--- src/sa_macros.svh ---
`ifndef SA_MACROS_SVH
`define SA_MACROS_SVH

// ============================================================
// Row geometry
// ============================================================
`define SA_NUM_PE      4
`define SA_IDX_W       ($clog2(`SA_NUM_PE))

// ============================================================
// Data widths
// ============================================================
`define SA_ACT_W       8
`define SA_WGT_W       8
`define SA_CHN_W       16
`define SA_PSUM_W      (`SA_ACT_W + `SA_WGT_W + `SA_CHN_W)

// West-edge buffering
`define SA_FIFO_DEPTH  4

`endif

--- src/saDataPkg.sv ---
`include "sa_macros.svh"

package saDataPkg;

    // Operand types
    typedef logic signed [`SA_ACT_W-1:0]  actT;
    typedef logic signed [`SA_WGT_W-1:0]  wgtT;

    // Accumulator wide enough for the channel growth
    typedef logic signed [`SA_PSUM_W-1:0] psumT;

    // Requantized output and element index
    typedef logic [`SA_ACT_W-1:0] qOutT;
    typedef logic [`SA_IDX_W-1:0] peIdxT;

    // Per-element bundles across the row
    typedef wgtT  [`SA_NUM_PE-1:0] wgtVecT;
    typedef psumT [`SA_NUM_PE-1:0] psumVecT;

    // Element FSM
    typedef enum logic {
        PE_ACCUM = 1'b0,
        PE_HOLD  = 1'b1
    } peStateT;

endpackage

--- src/actStreamIf.sv ---
`timescale 1ns/1ns

// Activation stream with valid/ready handshake
interface actStreamIf;

    logic           vld;
    logic           chnLast;
    saDataPkg::actT data;
    logic           rdy;

    // Producer side
    modport source (
        output vld,
        output chnLast,
        output data,
        input  rdy
    );

    // Consumer side
    modport sink (
        input  vld,
        input  chnLast,
        input  data,
        output rdy
    );

endinterface

--- src/actInputFifo.sv ---
`timescale 1ns/1ns
`include "sa_macros.svh"

module actInputFifo (
    input  logic           clk,
    input  logic           rstN,
    input  logic           actInVld,
    input  logic           actInChnLast,
    input  saDataPkg::actT actIn,
    output logic           actInRdy,
    actStreamIf.source     outStream
);

    localparam int Depth = `SA_FIFO_DEPTH;
    localparam int PtrW  = $clog2(Depth);

    saDataPkg::actT  memData [Depth];
    logic            memLast [Depth];
    logic [PtrW-1:0] wrPtr;
    logic [PtrW-1:0] rdPtr;
    logic [PtrW:0]   count;
    logic [PtrW:0]   countNext;
    logic            wrEn;
    logic            rdEn;

    assign wrEn = actInVld && actInRdy;
    assign rdEn = outStream.vld && outStream.rdy;

    always_comb begin
        countNext = count;
        if (wrEn && !rdEn) begin
            countNext = count + 1'b1;
        end else if (rdEn && !wrEn) begin
            countNext = count - 1'b1;
        end
    end

    // Pointers, occupancy and registered ready (low while full)
    always_ff @(posedge clk or negedge rstN) begin
        if (!rstN) begin
            wrPtr    <= '0;
            rdPtr    <= '0;
            count    <= '0;
            actInRdy <= 1'b0;
        end else begin
            if (wrEn) begin
                wrPtr <= (wrPtr == PtrW'(Depth - 1)) ? '0 : wrPtr + 1'b1;
            end
            if (rdEn) begin
                rdPtr <= (rdPtr == PtrW'(Depth - 1)) ? '0 : rdPtr + 1'b1;
            end
            count    <= countNext;
            actInRdy <= (countNext != (PtrW + 1)'(Depth));
        end
    end

    // Storage
    always_ff @(posedge clk) begin
        if (wrEn) begin
            memData[wrPtr] <= actIn;
            memLast[wrPtr] <= actInChnLast;
        end
    end

    // Head of queue shown directly
    assign outStream.vld     = (count != '0);
    assign outStream.data    = memData[rdPtr];
    assign outStream.chnLast = memLast[rdPtr];

endmodule

--- src/flat_wrapper.sv ---
// flat-port wrapper written by rule: the top's interface ports become plain ports
module actInputFifo_flat 
  (clk, rstN, actInVld, actInChnLast, actIn, actInRdy, outStream_vld, outStream_chnLast, outStream_data, outStream_rdy);
  actStreamIf outStream_i ();
  input  logic clk;
  input  logic rstN;
  input  logic actInVld;
  input  logic actInChnLast;
  input  saDataPkg::actT actIn;
  output logic actInRdy;
  output wire logic [$bits(outStream_i.vld)-1:0] outStream_vld;
  output wire logic [$bits(outStream_i.chnLast)-1:0] outStream_chnLast;
  output wire logic [$bits(outStream_i.data)-1:0] outStream_data;
  input wire logic [$bits(outStream_i.rdy)-1:0] outStream_rdy;
  assign outStream_vld = outStream_i.vld;
  assign outStream_chnLast = outStream_i.chnLast;
  assign outStream_data = outStream_i.data;
  assign outStream_i.rdy = outStream_rdy;
  actInputFifo u_core (.clk(clk), .rstN(rstN), .actInVld(actInVld), .actInChnLast(actInChnLast), .actIn(actIn), .actInRdy(actInRdy), .outStream(outStream_i));
endmodule
--- config.mk ---
export PLATFORM = sky130hd
export DESIGN_NAME = actInputFifo_flat
export DESIGN_NICKNAME = d
export VERILOG_FILES = /design/src/saDataPkg.sv /design/src/actStreamIf.sv /design/src/actInputFifo.sv /design/src/flat_wrapper.sv
export VERILOG_INCLUDE_DIRS = /design/src /design/src/src
export SDC_FILE = /design/constraint.sdc
export NUM_CORES = 1
export LEC_CHECK = 0
export BUFFER_PORTS_ARGS = -buffer_cell sky130_fd_sc_hd__clkbuf_2
export CAP_MARGIN = 20
export CORE_ASPECT_RATIO = 1.1
export CORE_UTILIZATION = 50
export CTS_BUF_LIST = sky130_fd_sc_hd__clkbuf_2
export DETAILED_ROUTE_END_ITERATION = 12
export GPL_TIMING_DRIVEN = 0
export PLACE_DENSITY = 0.78
export SYNTH_ARGS = -nofsm -noshare
export SYNTH_HDL_FRONTEND = slang
export SYNTH_SLANG_ARGS = --single-unit
--- constraint.sdc ---
create_clock -name clk -period 2.4 [get_ports clk]
set_input_delay 0.6 -clock clk [delete_from_list [all_inputs] [get_ports clk]]
set_output_delay 0.6 -clock clk [all_outputs]
set_load 0.01 [all_outputs]
### Word-level counts from Yosys, hierarchy flattened

Memories as Yosys holds them, arrays and structs flattened.
Index checks and enable logic that the tools add are counted.

* register bits after elaboration: 8
* bits in latches: 0
* bits in writable memories: 36
* memory bits (read-only): 0
* input port bits: 13
* output and inout port bits: 11
* logic and storage cells: 26
* memories: 2

Memories
* u_core.memData: depth 4, bits a word 8, rd ports 1, clocked after Yosys merged registers in 0, wr ports 1, line actInputFifo.sv:17 `saDataPkg::actT memData [Depth];`
* u_core.memLast: depth 4, bits a word 1, rd ports 1, clocked after Yosys merged registers in 0, wr ports 1, line actInputFifo.sv:18 `logic memLast [Depth];`

* add/subtract/negate cells: 4
* $mul: 0
* div/mod/pow operators: 0
* order comparisons: 0
* equal/unequal tests: 3
* shifts and indexed selects: 0
* muxes and demuxes: 6
* bitwise gates (word level): 0
* reduce and logical (&&, ||, !) cells: 7

Operators by type and width (count)
* two-way mux 3 bit: 2
* adder 2 x 1 -> 2 bit, second input constant: 2
* equality test 2 bit, second input constant: 2
* logical AND 1 bit: 4
* two-way mux 2 bit: 2
* adder 3 x 1 -> 3 bit, second input constant: 1
* != test 3 bit, second input constant: 1
* nonzero test 3 bit: 1
* subtractor 3 x 1 -> 3 bit, second input constant: 1
* logical NOT 1 bit: 2
* two-way mux 1 bit: 2

### Depth between registers and ports, before layout

* word-level depth: 6
* mapped depth: 6
* mapped depth without buffers: 6

### Least setup slack after synthesis

OpenSTA, ideal clock, no wires.

* path type: register to output
* start point: reg u_core.rdPtr[0]
* end point: out outStream_chnLast
* arrival time: 1121 ps
* data required time: 1800 ps
* slack: 679 ps
* cell stages (with the launch flop): 3
* cell sequence: dfrtp_1 -> buf_4 -> mux4_2

* longest elaborated chain between the ends: 1

RTL lines
* start: declaration: line actInputFifo.sv:20 `logic [PtrW-1:0] rdPtr;`
* start signal: assignment: line actInputFifo.sv:50 `rdPtr <= (rdPtr == PtrW'(Depth - 1)) ? '0 : rdPtr + 1'b1;`
* memory (4 x 1 bit)
* end: declaration: line flat_wrapper.sv:12 `output wire logic [$bits(outStream_i.chnLast)-1:0] outStream_chnLast;`

Every way passes these cells.

### Worst setup path in the final report

* start point: reg u_core.rdPtr[0]
* end point: out outStream_data[7]

* longest elaborated chain between the ends: 1

RTL lines
* memory (4 x 8 bit)
* end: declaration: line flat_wrapper.sv:13 `output wire logic [$bits(outStream_i.data)-1:0] outStream_data;`

Every way passes these cells.

==> reports/metrics.yaml <==
clock_tree:
  cts.sinks: 44
  cts_max_level: 2
  cts-buffers-inserted: 5
  cts-root-buf: "clkbuf_2"
  cts_resized: 0
  cts.clk_slew.worst_paths_ns: 0.18
  postCtsSetupBuffers: 0
  cts.path.max_buffers: 2
  cts_hold_buf: 0
  cts_tree: "built"
  clkLatencyLatePin_ns: 0.37
logic_synthesis:
  synth_top_family_by_area: "multiplexers"
  syn_inst: 101
  async_flop_share: 0.182
  syn_nets: 122
  synth_edf_count: 36
  synthAdderAreaFrac: 0.0536
  ys_types: 30
  avgSynthCellArea_um2: 18.5
  yosysWarnings: 0
  synthesis.area_um2: 1870
  synth_compound_area_frac: 0.0436
  synthXorXnorAreaFrac: 0.00469
  ys_ff_latch: 44
  synthSimpleGateAreaFrac: 0.0704
  synthMuxAreaShare: 0.121
  yosysSeqAreaShare: 0.686
  synth_flop_cell: "edfxtp_1"
die:
  initial_core_util: 0.543
  num_rows: 22
  core_area_um2: 3440
  die_x_um: 60.3
  pin_count: 24
  dieArea_um2: 3980
  die_h_um: 66.1
timing:
  slew_headroom: 0.667
  tightest_slew_ns: 0.500
  skew_ns: 0.0168
  maxSlewViolCount: 0
  period_minus_slack_ns: 2.27
  setup_slack_ns: 0.127
  rsz0062_at_grt: "no"
  min_period_over_period: 0.947
  setup_tns_ns: 0
  hold_viol: 0
  max_freq_mhz: 440
  setup_violations: 0
setup_path:
  reg2regPathDepth: 5
  critPathSlowestCell: "mux4_2"
  rrSetupSlack_ns: 0.82
  worstPathCellList: "buf_6 > mux4_2 > clkbuf_2"
  cp.arrival_ns: 1.67
  crit_buf_inv: 2
  start_kind: "flop"
  reg2reg_from: "u_core.count[0]"
  rr_endpoint: "u_core.rdPtr[1]"
  critPathRequiredTime_ns: 1.80
  worstSetupPathType: "reg -> out"
  worst-path-stages: 3
  crit_fanout: 10
  max_stage_delay_ns: 0.52
  path_delay_family: "multiplexers"
  end_kind: "output pin"
finish:
  drive_gt1_frac: 0.371
  layout_common_cells: "edfxtp_1 (36), clkbuf_2 (30), mux4_2 (9), ha_1 (8), dfrtp_1 (8)"
  antenna_cells: 0
  mostFrequentLayoutCell: "edfxtp_1"
  finish.utilization: 0.606
  fin_nets: 152
  area_growth_pct: 11.7
global_route:
  grt.overflow.total: 0
  grtUsageMet1: 0.203
  use_met2: 0.294
  grt_pass1_wl_mm: 4.73
  top_usage_layer: "met2"
  grt_max_degree: 14
  antenna_found_initial: 0
  grt_use_total: 0.175
  grt_pass1_vias: 1019
  grt_util_met3: 0.0587
placed_design:
  dp_slack_ns: 0.476
  routabilityCongestion: 0.816
  portBuffers: 23
  dpl.hpwl_mm: 2.03
route:
  postRouteAntennaNets: 0
  vias: 969
  wl_mm: 2.89
  drt-initial-drc-count: 30
  first_pass_iters: 4
  wl_per_cell_um: 16.1
  route.detailed.drc: 0
  via_per_inst: 5.38
min_path:
  hold_class: "in -> async"
pwr:
  p_leak_nw: 0.815
  design_power_total_mw: 2.34
  max-vdd-ir-drop_uv: 687
  p_per_area_nw_per_um2: 1120
flow_run:
  cap_violations: 0
status:
  status: "finished clean"
## synth_stat cells (2+ instances only)
library cell	instances	area share
edfxtp_1	36	0.58
mux4_2	9	0.11
dfrtp_1	8	0.11
ha_1	8	0.054
and3_1	5	0.017
inv_1	4	0.0080
nor3_1	3	0.0080
a21o_1	2	0.0080
a31oi_1	2	0.0067
and4b_1	2	0.011
mux2_1	2	0.012
nand3_1	2	0.0054
## report_power, final
| group | total (mW) | switching [mW] | leakage [nW] | internal (mW) |
|---|---|---|---|---|
| logic | 0.918 | 0.477 | 0.358 | 0.441 |
| registers | 1.14 | 0.104 | 0.424 | 1.03 |
| clock network | 0.285 | 0.205 | 0.0330 | 0.0798 |
## final cells by class
| type | count | area [µm²] |
|---|---|---|
| plain buffers | 3 | 27.5 |
| clock buffers | 7 | 35.0 |
| clock inverters | 1 | 5.00 |
| fillers | 255 | 1360 |
| inverters | 4 | 15.0 |
| multi-input cells | 50 | 547 |
| flip-flops and latches | 44 | 1280 |
| well taps | 48 | 60.1 |
| repair buffers | 23 | 115 |
## worst max path at each step
stage               startpoint                end  slack (ns)
2_1_floorplan  u_core.rdPtr[0]  outStream_chnLast        0.68
3_3_place_gp   u_core.rdPtr[0]  outStream_data[7]        0.49
3_5_place_dp   u_core.rdPtr[0]  outStream_data[7]        0.48
4_1_cts        u_core.rdPtr[0]  outStream_data[7]        0.02
5_1_grt        u_core.rdPtr[0]  outStream_data[1]        0.01
6_report       u_core.rdPtr[0]  outStream_data[7]        0.13
## metrics by stage
stage                     instance area (µm²)  std cells  hold WS, ns
after CTS                                2080        180       0.0190
after global routing                     2090        180      0.00311
after global placement                   2040        172        0.458
final                                    2090        180       0.0429
after floorplan                          1870        101        0.304
after detailed placement                 2040        172        0.463
## cell families (layout without fill, tap and decap cells)
logic type / count (synthesis) / count (layout)
buffers and inverters: 7 / 38
DFF: 44 / 44
AOI/OAI and AO/OA: 11 / 11
xor gates and xnor gates: 1 / 1
muxes: 11 / 11
and+or+nand+nor: 19 / 19
adders and majority gates: 8 / 8
## registers in the layout, summed over array words and instances (netlist names)
register,count
u_core.actInRdy,1
u_core.count,3
u_core.memData,32
u_core.memLast,4
u_core.rdPtr,2
u_core.wrPtr,2
## layer usage
layer,wire length (µm),vias to the layer above
li1,-,462
met1,1220,487
met2,1550,18
met3,96,2
met4,22,0
met5,0,-
Note: power is estimated with default switching activity, not from simulation.
