===== src/sa_macros.svh =====
`ifndef SA_MACROS_SVH
`define SA_MACROS_SVH

// ============================================================
// Row geometry
// ============================================================
`define SA_NUM_PE      4
`define SA_IDX_W       ($clog2(`SA_NUM_PE))

// ============================================================
// Data widths
// ============================================================
`define SA_ACT_W       8
`define SA_WGT_W       8
`define SA_CHN_W       16
`define SA_PSUM_W      (`SA_ACT_W + `SA_WGT_W + `SA_CHN_W)

// West-edge buffering
`define SA_FIFO_DEPTH  4

`endif


===== src/saDataPkg.sv =====
`include "sa_macros.svh"

package saDataPkg;

    // Operand types
    typedef logic signed [`SA_ACT_W-1:0]  actT;
    typedef logic signed [`SA_WGT_W-1:0]  wgtT;

    // Accumulator wide enough for the channel growth
    typedef logic signed [`SA_PSUM_W-1:0] psumT;

    // Requantized output and element index
    typedef logic [`SA_ACT_W-1:0] qOutT;
    typedef logic [`SA_IDX_W-1:0] peIdxT;

    // Per-element bundles across the row
    typedef wgtT  [`SA_NUM_PE-1:0] wgtVecT;
    typedef psumT [`SA_NUM_PE-1:0] psumVecT;

    // Element FSM
    typedef enum logic {
        PE_ACCUM = 1'b0,
        PE_HOLD  = 1'b1
    } peStateT;

endpackage


===== src/actStreamIf.sv =====
`timescale 1ns/1ns

// Activation stream with valid/ready handshake
interface actStreamIf;

    logic           vld;
    logic           chnLast;
    saDataPkg::actT data;
    logic           rdy;

    // Producer side
    modport source (
        output vld,
        output chnLast,
        output data,
        input  rdy
    );

    // Consumer side
    modport sink (
        input  vld,
        input  chnLast,
        input  data,
        output rdy
    );

endinterface


===== src/processingElement.sv =====
`timescale 1ns/1ns

module processingElement (
    input  logic            clk,
    input  logic            rstN,
    actStreamIf.sink        west,
    actStreamIf.source      east,
    input  logic            wgtVld,
    input  saDataPkg::wgtT  wgt,
    output logic            wgtRdy,
    output logic            psumVld,
    output saDataPkg::psumT psum,
    input  logic            psumRdy
);

    saDataPkg::peStateT state;
    saDataPkg::psumT    acc;
    saDataPkg::psumT    prod;
    saDataPkg::psumT    accSum;
    saDataPkg::psumT    psumR;
    saDataPkg::actT     eastData;
    logic               eastLast;
    logic               eastVld;
    logic               fire;

    // ============================================================
    // Fire condition
    // ============================================================
    // East slot free now or emptied this cycle
    assign fire = west.vld && wgtVld && (state == saDataPkg::PE_ACCUM)
                  && (!eastVld || east.rdy);

    assign west.rdy = fire;
    assign wgtRdy   = fire;

    // Signed product sign extended to accumulator width
    assign prod   = saDataPkg::psumT'(west.data) * saDataPkg::psumT'(wgt);
    assign accSum = acc + prod;

    // ============================================================
    // Window FSM and accumulator
    // ============================================================
    always_ff @(posedge clk or negedge rstN) begin
        if (!rstN) begin
            state <= saDataPkg::PE_ACCUM;
            acc   <= '0;
        end else begin
            case (state)
                saDataPkg::PE_ACCUM: begin
                    if (fire) begin
                        // Last channel closes the window
                        acc <= west.chnLast ? '0 : accSum;
                        if (west.chnLast) begin
                            state <= saDataPkg::PE_HOLD;
                        end
                    end
                end
                saDataPkg::PE_HOLD: begin
                    if (psumRdy) begin
                        state <= saDataPkg::PE_ACCUM;
                    end
                end
                default: begin
                    state <= saDataPkg::PE_ACCUM;
                end
            endcase
        end
    end

    // Finished window result
    always_ff @(posedge clk) begin
        if (fire && west.chnLast) begin
            psumR <= accSum;
        end
    end

    assign psumVld = (state == saDataPkg::PE_HOLD);
    assign psum    = psumR;

    // ============================================================
    // East forwarding register
    // ============================================================
    always_ff @(posedge clk or negedge rstN) begin
        if (!rstN) begin
            eastVld <= 1'b0;
        end else if (fire) begin
            eastVld <= 1'b1;
        end else if (east.rdy) begin
            eastVld <= 1'b0;
        end
    end

    always_ff @(posedge clk) begin
        if (fire) begin
            eastData <= west.data;
            eastLast <= west.chnLast;
        end
    end

    assign east.vld     = eastVld;
    assign east.data    = eastData;
    assign east.chnLast = eastLast;

endmodule


===== src/peRow.sv =====
`timescale 1ns/1ns
`include "sa_macros.svh"

module peRow (
    input  logic                  clk,
    input  logic                  rstN,
    actStreamIf.sink              west,
    actStreamIf.source            east,
    input  logic [`SA_NUM_PE-1:0] wgtVld,
    input  saDataPkg::wgtVecT     wgt,
    output logic [`SA_NUM_PE-1:0] wgtRdy,
    output logic [`SA_NUM_PE-1:0] psumVld,
    output saDataPkg::psumVecT    psum,
    input  logic [`SA_NUM_PE-1:0] psumRdy
);

    // Link i feeds element i, link i+1 takes its east output
    actStreamIf link [0:`SA_NUM_PE] ();

    // ============================================================
    // Row boundaries
    // ============================================================
    assign link[0].vld     = west.vld;
    assign link[0].chnLast = west.chnLast;
    assign link[0].data    = west.data;
    assign west.rdy        = link[0].rdy;

    assign east.vld                = link[`SA_NUM_PE].vld;
    assign east.chnLast            = link[`SA_NUM_PE].chnLast;
    assign east.data               = link[`SA_NUM_PE].data;
    assign link[`SA_NUM_PE].rdy    = east.rdy;

    // ============================================================
    // Element chain
    // ============================================================
    for (genvar i = 0; i < `SA_NUM_PE; i++) begin : gPe
        processingElement processingElement_i (
            .clk     (clk),
            .rstN    (rstN),
            .west    (link[i]),
            .east    (link[i+1]),
            .wgtVld  (wgtVld[i]),
            .wgt     (wgt[i]),
            .wgtRdy  (wgtRdy[i]),
            .psumVld (psumVld[i]),
            .psum    (psum[i]),
            .psumRdy (psumRdy[i])
        );
    end

endmodule


===== src/flat_wrapper.sv =====
// flat-port wrapper written by rule: the top's interface ports become plain ports
module peRow_flat 
  (clk, rstN, wgtVld, wgt, wgtRdy, psumVld, psum, psumRdy, west_vld, west_chnLast, west_data, west_rdy, east_vld, east_chnLast, east_data, east_rdy);
  actStreamIf west_i ();
  actStreamIf east_i ();
  input  logic clk;
  input  logic rstN;
  input  logic [`SA_NUM_PE-1:0] wgtVld;
  input  saDataPkg::wgtVecT wgt;
  output logic [`SA_NUM_PE-1:0] wgtRdy;
  output logic [`SA_NUM_PE-1:0] psumVld;
  output saDataPkg::psumVecT psum;
  input  logic [`SA_NUM_PE-1:0] psumRdy;
  input wire logic [$bits(west_i.vld)-1:0] west_vld;
  input wire logic [$bits(west_i.chnLast)-1:0] west_chnLast;
  input wire logic [$bits(west_i.data)-1:0] west_data;
  output wire logic [$bits(west_i.rdy)-1:0] west_rdy;
  output wire logic [$bits(east_i.vld)-1:0] east_vld;
  output wire logic [$bits(east_i.chnLast)-1:0] east_chnLast;
  output wire logic [$bits(east_i.data)-1:0] east_data;
  input wire logic [$bits(east_i.rdy)-1:0] east_rdy;
  assign west_i.vld = west_vld;
  assign west_i.chnLast = west_chnLast;
  assign west_i.data = west_data;
  assign west_rdy = west_i.rdy;
  assign east_vld = east_i.vld;
  assign east_chnLast = east_i.chnLast;
  assign east_data = east_i.data;
  assign east_i.rdy = east_rdy;
  peRow u_core (.clk(clk), .rstN(rstN), .west(west_i), .east(east_i), .wgtVld(wgtVld), .wgt(wgt), .wgtRdy(wgtRdy), .psumVld(psumVld), .psum(psum), .psumRdy(psumRdy));
endmodule

===== config.mk =====
export PLATFORM = sky130hd
export DESIGN_NAME = peRow_flat
export DESIGN_NICKNAME = d
export VERILOG_FILES = /design/src/saDataPkg.sv /design/src/actStreamIf.sv /design/src/processingElement.sv /design/src/peRow.sv /design/src/flat_wrapper.sv
export VERILOG_INCLUDE_DIRS = /design/src /design/src/src
export SDC_FILE = /design/constraint.sdc
export NUM_CORES = 2
export LEC_CHECK = 0
export BUFFER_PORTS_ARGS = -buffer_cell sky130_fd_sc_hd__buf_4
export CAP_MARGIN = 20
export CORE_MARGIN = 5
export CORE_UTILIZATION = 50
export DETAILED_ROUTE_END_ITERATION = 7
export PLACE_DENSITY = 0.68
export SLEW_MARGIN = 20
export SYNTH_ARGS = -nofsm -noshare
export SYNTH_HDL_FRONTEND = slang
export SYNTH_SLANG_ARGS = --single-unit

===== constraint.sdc =====
create_clock -name clk -period 7.7 [get_ports clk]
set_input_delay 1.155 -clock clk [delete_from_list [all_inputs] [get_ports clk]]
set_output_delay 1.155 -clock clk [all_outputs]
set_load 0.01 [all_outputs]

# == Word-level counts from Yosys, hierarchy flattened ==
# Cells that the tools add are included.
# op_classes
n_addsub,4
multipliers,4
muxes,28
bitwise,4
reduce_logical,32
# ops
cell,count
$add A32 B16 Y32,4
$mux W32,4
$mul A8 B8 Y16,4
$mux W1,20
$logic_and A1 B1 Y1,16
$pmux W1 S2,4
$reduce_and A2 Y1,4
$reduce_bool A2 Y1,4
$logic_not A1 Y1,4
$logic_or A1 B1 Y1,4
$not A1 Y1,4
# totals
ff_bits,300
input_bits,53
out_inout_bits,147
wordCells,96

# == Logic depth before layout (Yosys ltp) ==
# logic_depth
word_depth,11
mapped_depth,21
mapped_depth_nobuf,21

# == Cells and area by module ==
# Synthesis repeated with hierarchy kept, for this count alone.
# hier_totals
cells_unflattened,2828
area_unflattened_um2,32162.1
# by_module_without_submodules
module,instances,cells_per_inst,area_each_um2,seq_area_each_um2
processingElement at u_core.gPe[0].processingElement_i,1,734,8215.4,2082.0
processingElement at u_core.gPe[2].processingElement_i,1,708,8006.4,2082.0
processingElement at u_core.gPe[3].processingElement_i,1,705,7975.1,2082.0
processingElement at u_core.gPe[1].processingElement_i,1,681,7965.1,2082.0

# == Worst setup path after synthesis ==
# No wires, ideal clock.
# synth_path
path_kind,input port to flip-flop
startpoint,input port wgt[16] (netlist bit)
endpoint,register u_core.gPe[2].processingElement_i.acc[28]
setup_ns,0.121
t_arrival_ns,6.827
required_ns,7.579
setup_slack_ns,0.752
cell_stages,18
n_path_buf,0
cell_sequence,and2_1 inv_1 fa_1 inv_1 fa_1 fa_1 fa_1 fa_1 ha_1 o21ai_0 o21ai_1 or3b_1 a2111oi_0 o31a_2 a21o_1 a21oi_1 xnor2_1 a22o_1
# synth_via
elab_chain_cells,3
# synth_lines
item,line_no,rtl
"start, declared",flat_wrapper.sv:9,input saDataPkg::wgtVecT wgt;
$mul A8 B8 Y16,processingElement.sv:37,assign prod = saDataPkg::psumT'(west.data) * saDataPkg::psumT'(wgt);
$add A32 B16 Y32,processingElement.sv:38,assign accSum = acc + prod;
net u_core.gPe[2].processingElement_i.accSum[28],processingElement.sv:19,saDataPkg::psumT accSum;
$mux W32,processingElement.sv:52,acc <= west.chnLast ? '0 : accSum;
"end signal, assigned",processingElement.sv:52,
"end, declared",processingElement.sv:17,saDataPkg::psumT acc;
# The timed path passes the listed nets, and every way through them passes these cells.
# A chain may end at the register's enable or synchronous reset.

# == Worst setup path in the final report ==
# layout_path
startpoint,register u_core.gPe[1].processingElement_i.eastData[7]
endpoint,register u_core.gPe[2].processingElement_i.acc[31]
# layout_via
elab_chain_cells,3
# layout_lines
item,line_no,rtl
"start, declared",processingElement.sv:21,saDataPkg::actT eastData;
"start signal, assigned",processingElement.sv:95,eastData <= west.data;
$mul A8 B8 Y16,processingElement.sv:37,
$add A32 B16 Y32,processingElement.sv:38,
net u_core.gPe[2].processingElement_i.accSum[31],processingElement.sv:19,
$mux W32,processingElement.sv:52,
# The timed path passes the listed nets, and every way through them passes these cells.

==> metrics.txt <==
run status=finished clean; vias per inst=5.37; Placer Congestion=0.876; clk_lat worst skew=0.59 ns; max_cap viols=0; CTS clk-pin slew, worst paths=0.06 ns; share of post-route cells with drive strength above 1=0.113; DRC viols=0; core area=61,700 um^2; Synth Net Count=3,554; Post-Route WL=72,700 um; crit path DAT=6.92 ns; vias in the first global route=22,700; hold_buf cts=0; Reg-to-Reg Start=u_core.gPe[1].processingElement_i.east.data[7]; async set or reset register ratio after synthesis=0.453; WL per Instance=19.2 um; max frequency=155 MHz; Post-Syn Instances=2,677; total CTS buffers=38; Hold WS=0.480 ns; clk buf depth=3; Ports=200; r2r endpoint=u_core.gPe[2].processingElement_i.acc[31]; worst-margin pin slew=1.06 ns; post-route ant nets=0; Die Wd=260 um; Die H=260 um; post-route minimum period=6.47 ns; ys flop type=edfxtp_1; crit end category=register; ANT cells=0; global-route wire length before repair=121,000 um; hold wc startpoint=u_core.gPe[3].processingElement_i.acc[2]; CP max FO=9; clock root buffer=clkbuf_16; register area share after synthesis=0.267; Iter 0 DRT Violations=1,086; Initial Utilization=0.505; Die ar.=67,400 um^2; row count=91; All-Layer GR Usage=0.225; PostCTS Resize Cnt=0; Layout area overhead=13.1%; EDFF count, synth=164; Sink Count=300; Max Slew Vio Count=0; setup_tns=0 ns; Setup Crit Path Kind=register to register; Min-Delay Endpoint=u_core.gPe[3].processingElement_i.acc[2]; Slew HR=0.293; flops & latches, synth=300; endpoints failing setup=0; Pre-antenna DRT Iters=5; most common cell in the synthesized netlist=fa_1; Final Hold Viols=0; synth top area cells=fa_1, edfxtp_1, ha_1, dfrtp_1, inv_1; CTS tree=yes; DR vias=20,300; hpwl dp=58,100 um; Worst Path Required=8.16 ns; flop2flop setup slack=1.23 ns; clock skew=0.0366 ns; Cell variety after synth=66; Post-CTS Setup Bufs=0; mapped cell area=31,100 um^2; Reg2Reg Depth=17; Hold Path Cell Cnt=2; Synthesis Warnings=0; largest net degree at the start of global routing=52; post-synthesis average cell area=11.6 um^2; Synth top cells by count=fa_1, inv_1, ha_1; initial antenna violation count=1; Startpoint Class=register; post-synth top area share=0.350; IO Port Bufs=199; Tcrit/Tclk final=0.840; unrepaired setup endpoints after global routing=false; fin nets=3,785; Hold Path Class=register to register; H-tree levels=2; GRT Residual Overflow=0; cell taking the most area after synthesis=fa_1
-- routing by layer --
| layer | share of wire | GRT usage |
|---|---|---|
| met3 | 0.068 | 0.0488 |
| met2 | 0.49 | 0.380 |
| met1 | 0.42 | 0.301 |
| met5 | 0.00018 | 0 |
| met4 | 0.023 | 0.0523 |
-- flip-flops by register name, indices dropped and copies added (netlist names) --
signal / count
u_core.gPe.processingElement_i.acc: 128
u_core.gPe.processingElement_i.psum: 128
u_core.gPe.processingElement_i.east.data: 32
u_core.gPe.processingElement_i.east.chnLast: 4
u_core.gPe.processingElement_i.east.vld: 4
u_core.gPe.processingElement_i.psumVld: 4
-- layout make-up --
| class | count | area [um^2] |
|---|---|---|
| sequential | 300 | 8330 |
| fill | 5167 | 26500 |
| tap | 837 | 1050 |
| multi-input combinational | 1916 | 21100 |
| clock buffer | 43 | 990 |
| inverter | 417 | 1570 |
| clock inverter | 27 | 427 |
| timing repair buffer | 235 | 1790 |
-- kinds of logic after synthesis --
logic type | share of synthesized area
flops | 0.267
buf+inv | 0.0568
xor+xnor | 0.0368
fa+ha+maj | 0.462
simple gates | 0.0806
mux | 0.000321
compound gates | 0.0958
-- stage by stage --
stage / utilization / setup slack [ns] / cells / cell area [um^2]
2_1_floorplan: - / 0.752 / 2677 / 31100
4_1_cts: 0.570 / 1.28 / 3774 / 35200
3_5_place_dp: 0.547 / 0.652 / 3704 / 33800
6_report: 0.571 / 1.23 / 3775 / 35200
3_3_place_gp: 0.547 / 0.747 / 3704 / 33800
5_1_grt: 0.571 / 0.926 / 3775 / 35200
-- cells in the final DEF, fill, tap and decap left out, types with 4 or more instances in the layout --
| cell type | n |
|---|---|
| a2111oi_0 | 4 |
| a211oi_1 | 13 |
| a21o_1 | 49 |
| a21oi_1 | 97 |
| a22o_1 | 89 |
| a31o_2 | 11 |
| a31oi_1 | 8 |
| and2_1 | 132 |
| and2_2 | 4 |
| and3_1 | 6 |
| buf_4 | 233 |
| bufinv_16 | 9 |
| clkbuf_16 | 38 |
| clkinv_1 | 10 |
| clkinv_2 | 4 |
| clkinv_4 | 4 |
| dfrtp_1 | 136 |
| edfxtp_1 | 164 |
| fa_1 | 544 |
| ha_1 | 280 |
| inv_1 | 411 |
| nand2_1 | 216 |
| nand2b_1 | 14 |
| nand3_1 | 12 |
| nand4_1 | 9 |
| nor2_1 | 88 |
| nor2b_1 | 12 |
| nor3_1 | 15 |
| o211ai_1 | 5 |
| o21a_1 | 17 |
| o21ai_0 | 85 |
| o21bai_1 | 14 |
| o22ai_1 | 4 |
| xnor2_1 | 96 |
| xor2_1 | 35 |
-- how the worst max path moves through the flow --
| stage | startpoint | end | slack [ns] | depth (start not counted) |
|---|---|---|---|---|
| 2_1_floorplan | wgt[16] | u_core.gPe[2].processingElement_i.acc[28] | 0.75 | 18 |
| 3_3_place_gp | wgt[10] | u_core.gPe[1].processingElement_i.acc[25] | 0.75 | 18 |
| 3_5_place_dp | wgt[10] | u_core.gPe[1].processingElement_i.acc[25] | 0.65 | 18 |
| 4_1_cts | wgt[10] | u_core.gPe[1].processingElement_i.acc[25] | 1.28 | 18 |
| 5_1_grt | u_core.gPe[0].processingElement_i.east.data[7] | u_core.gPe[1].processingElement_i.acc[25] | 0.93 | 17 |
| 6_report | u_core.gPe[1].processingElement_i.east.data[7] | u_core.gPe[2].processingElement_i.acc[31] | 1.23 | 17 |
-- worst max-delay path, cell delays in order (launching register included) --
cell	delay, ns
edfxtp_1	0.61
nand2_1	0.24
fa_1	0.67
fa_1	0.77
inv_1	0.31
fa_1	0.58
fa_1	0.42
ha_1	0.29
ha_1	0.36
a21o_1	0.19
a21o_1	0.19
a211oi_1	0.28
o2111ai_1	0.23
a41oi_1	0.40
o21ai_1	0.19
a41oi_1	0.25
xnor2_1	0.13
a22o_1	0.21
Power is not shown: default switching activity piles up to over one toggle a cycle in this logic, so the estimate is an artifact.
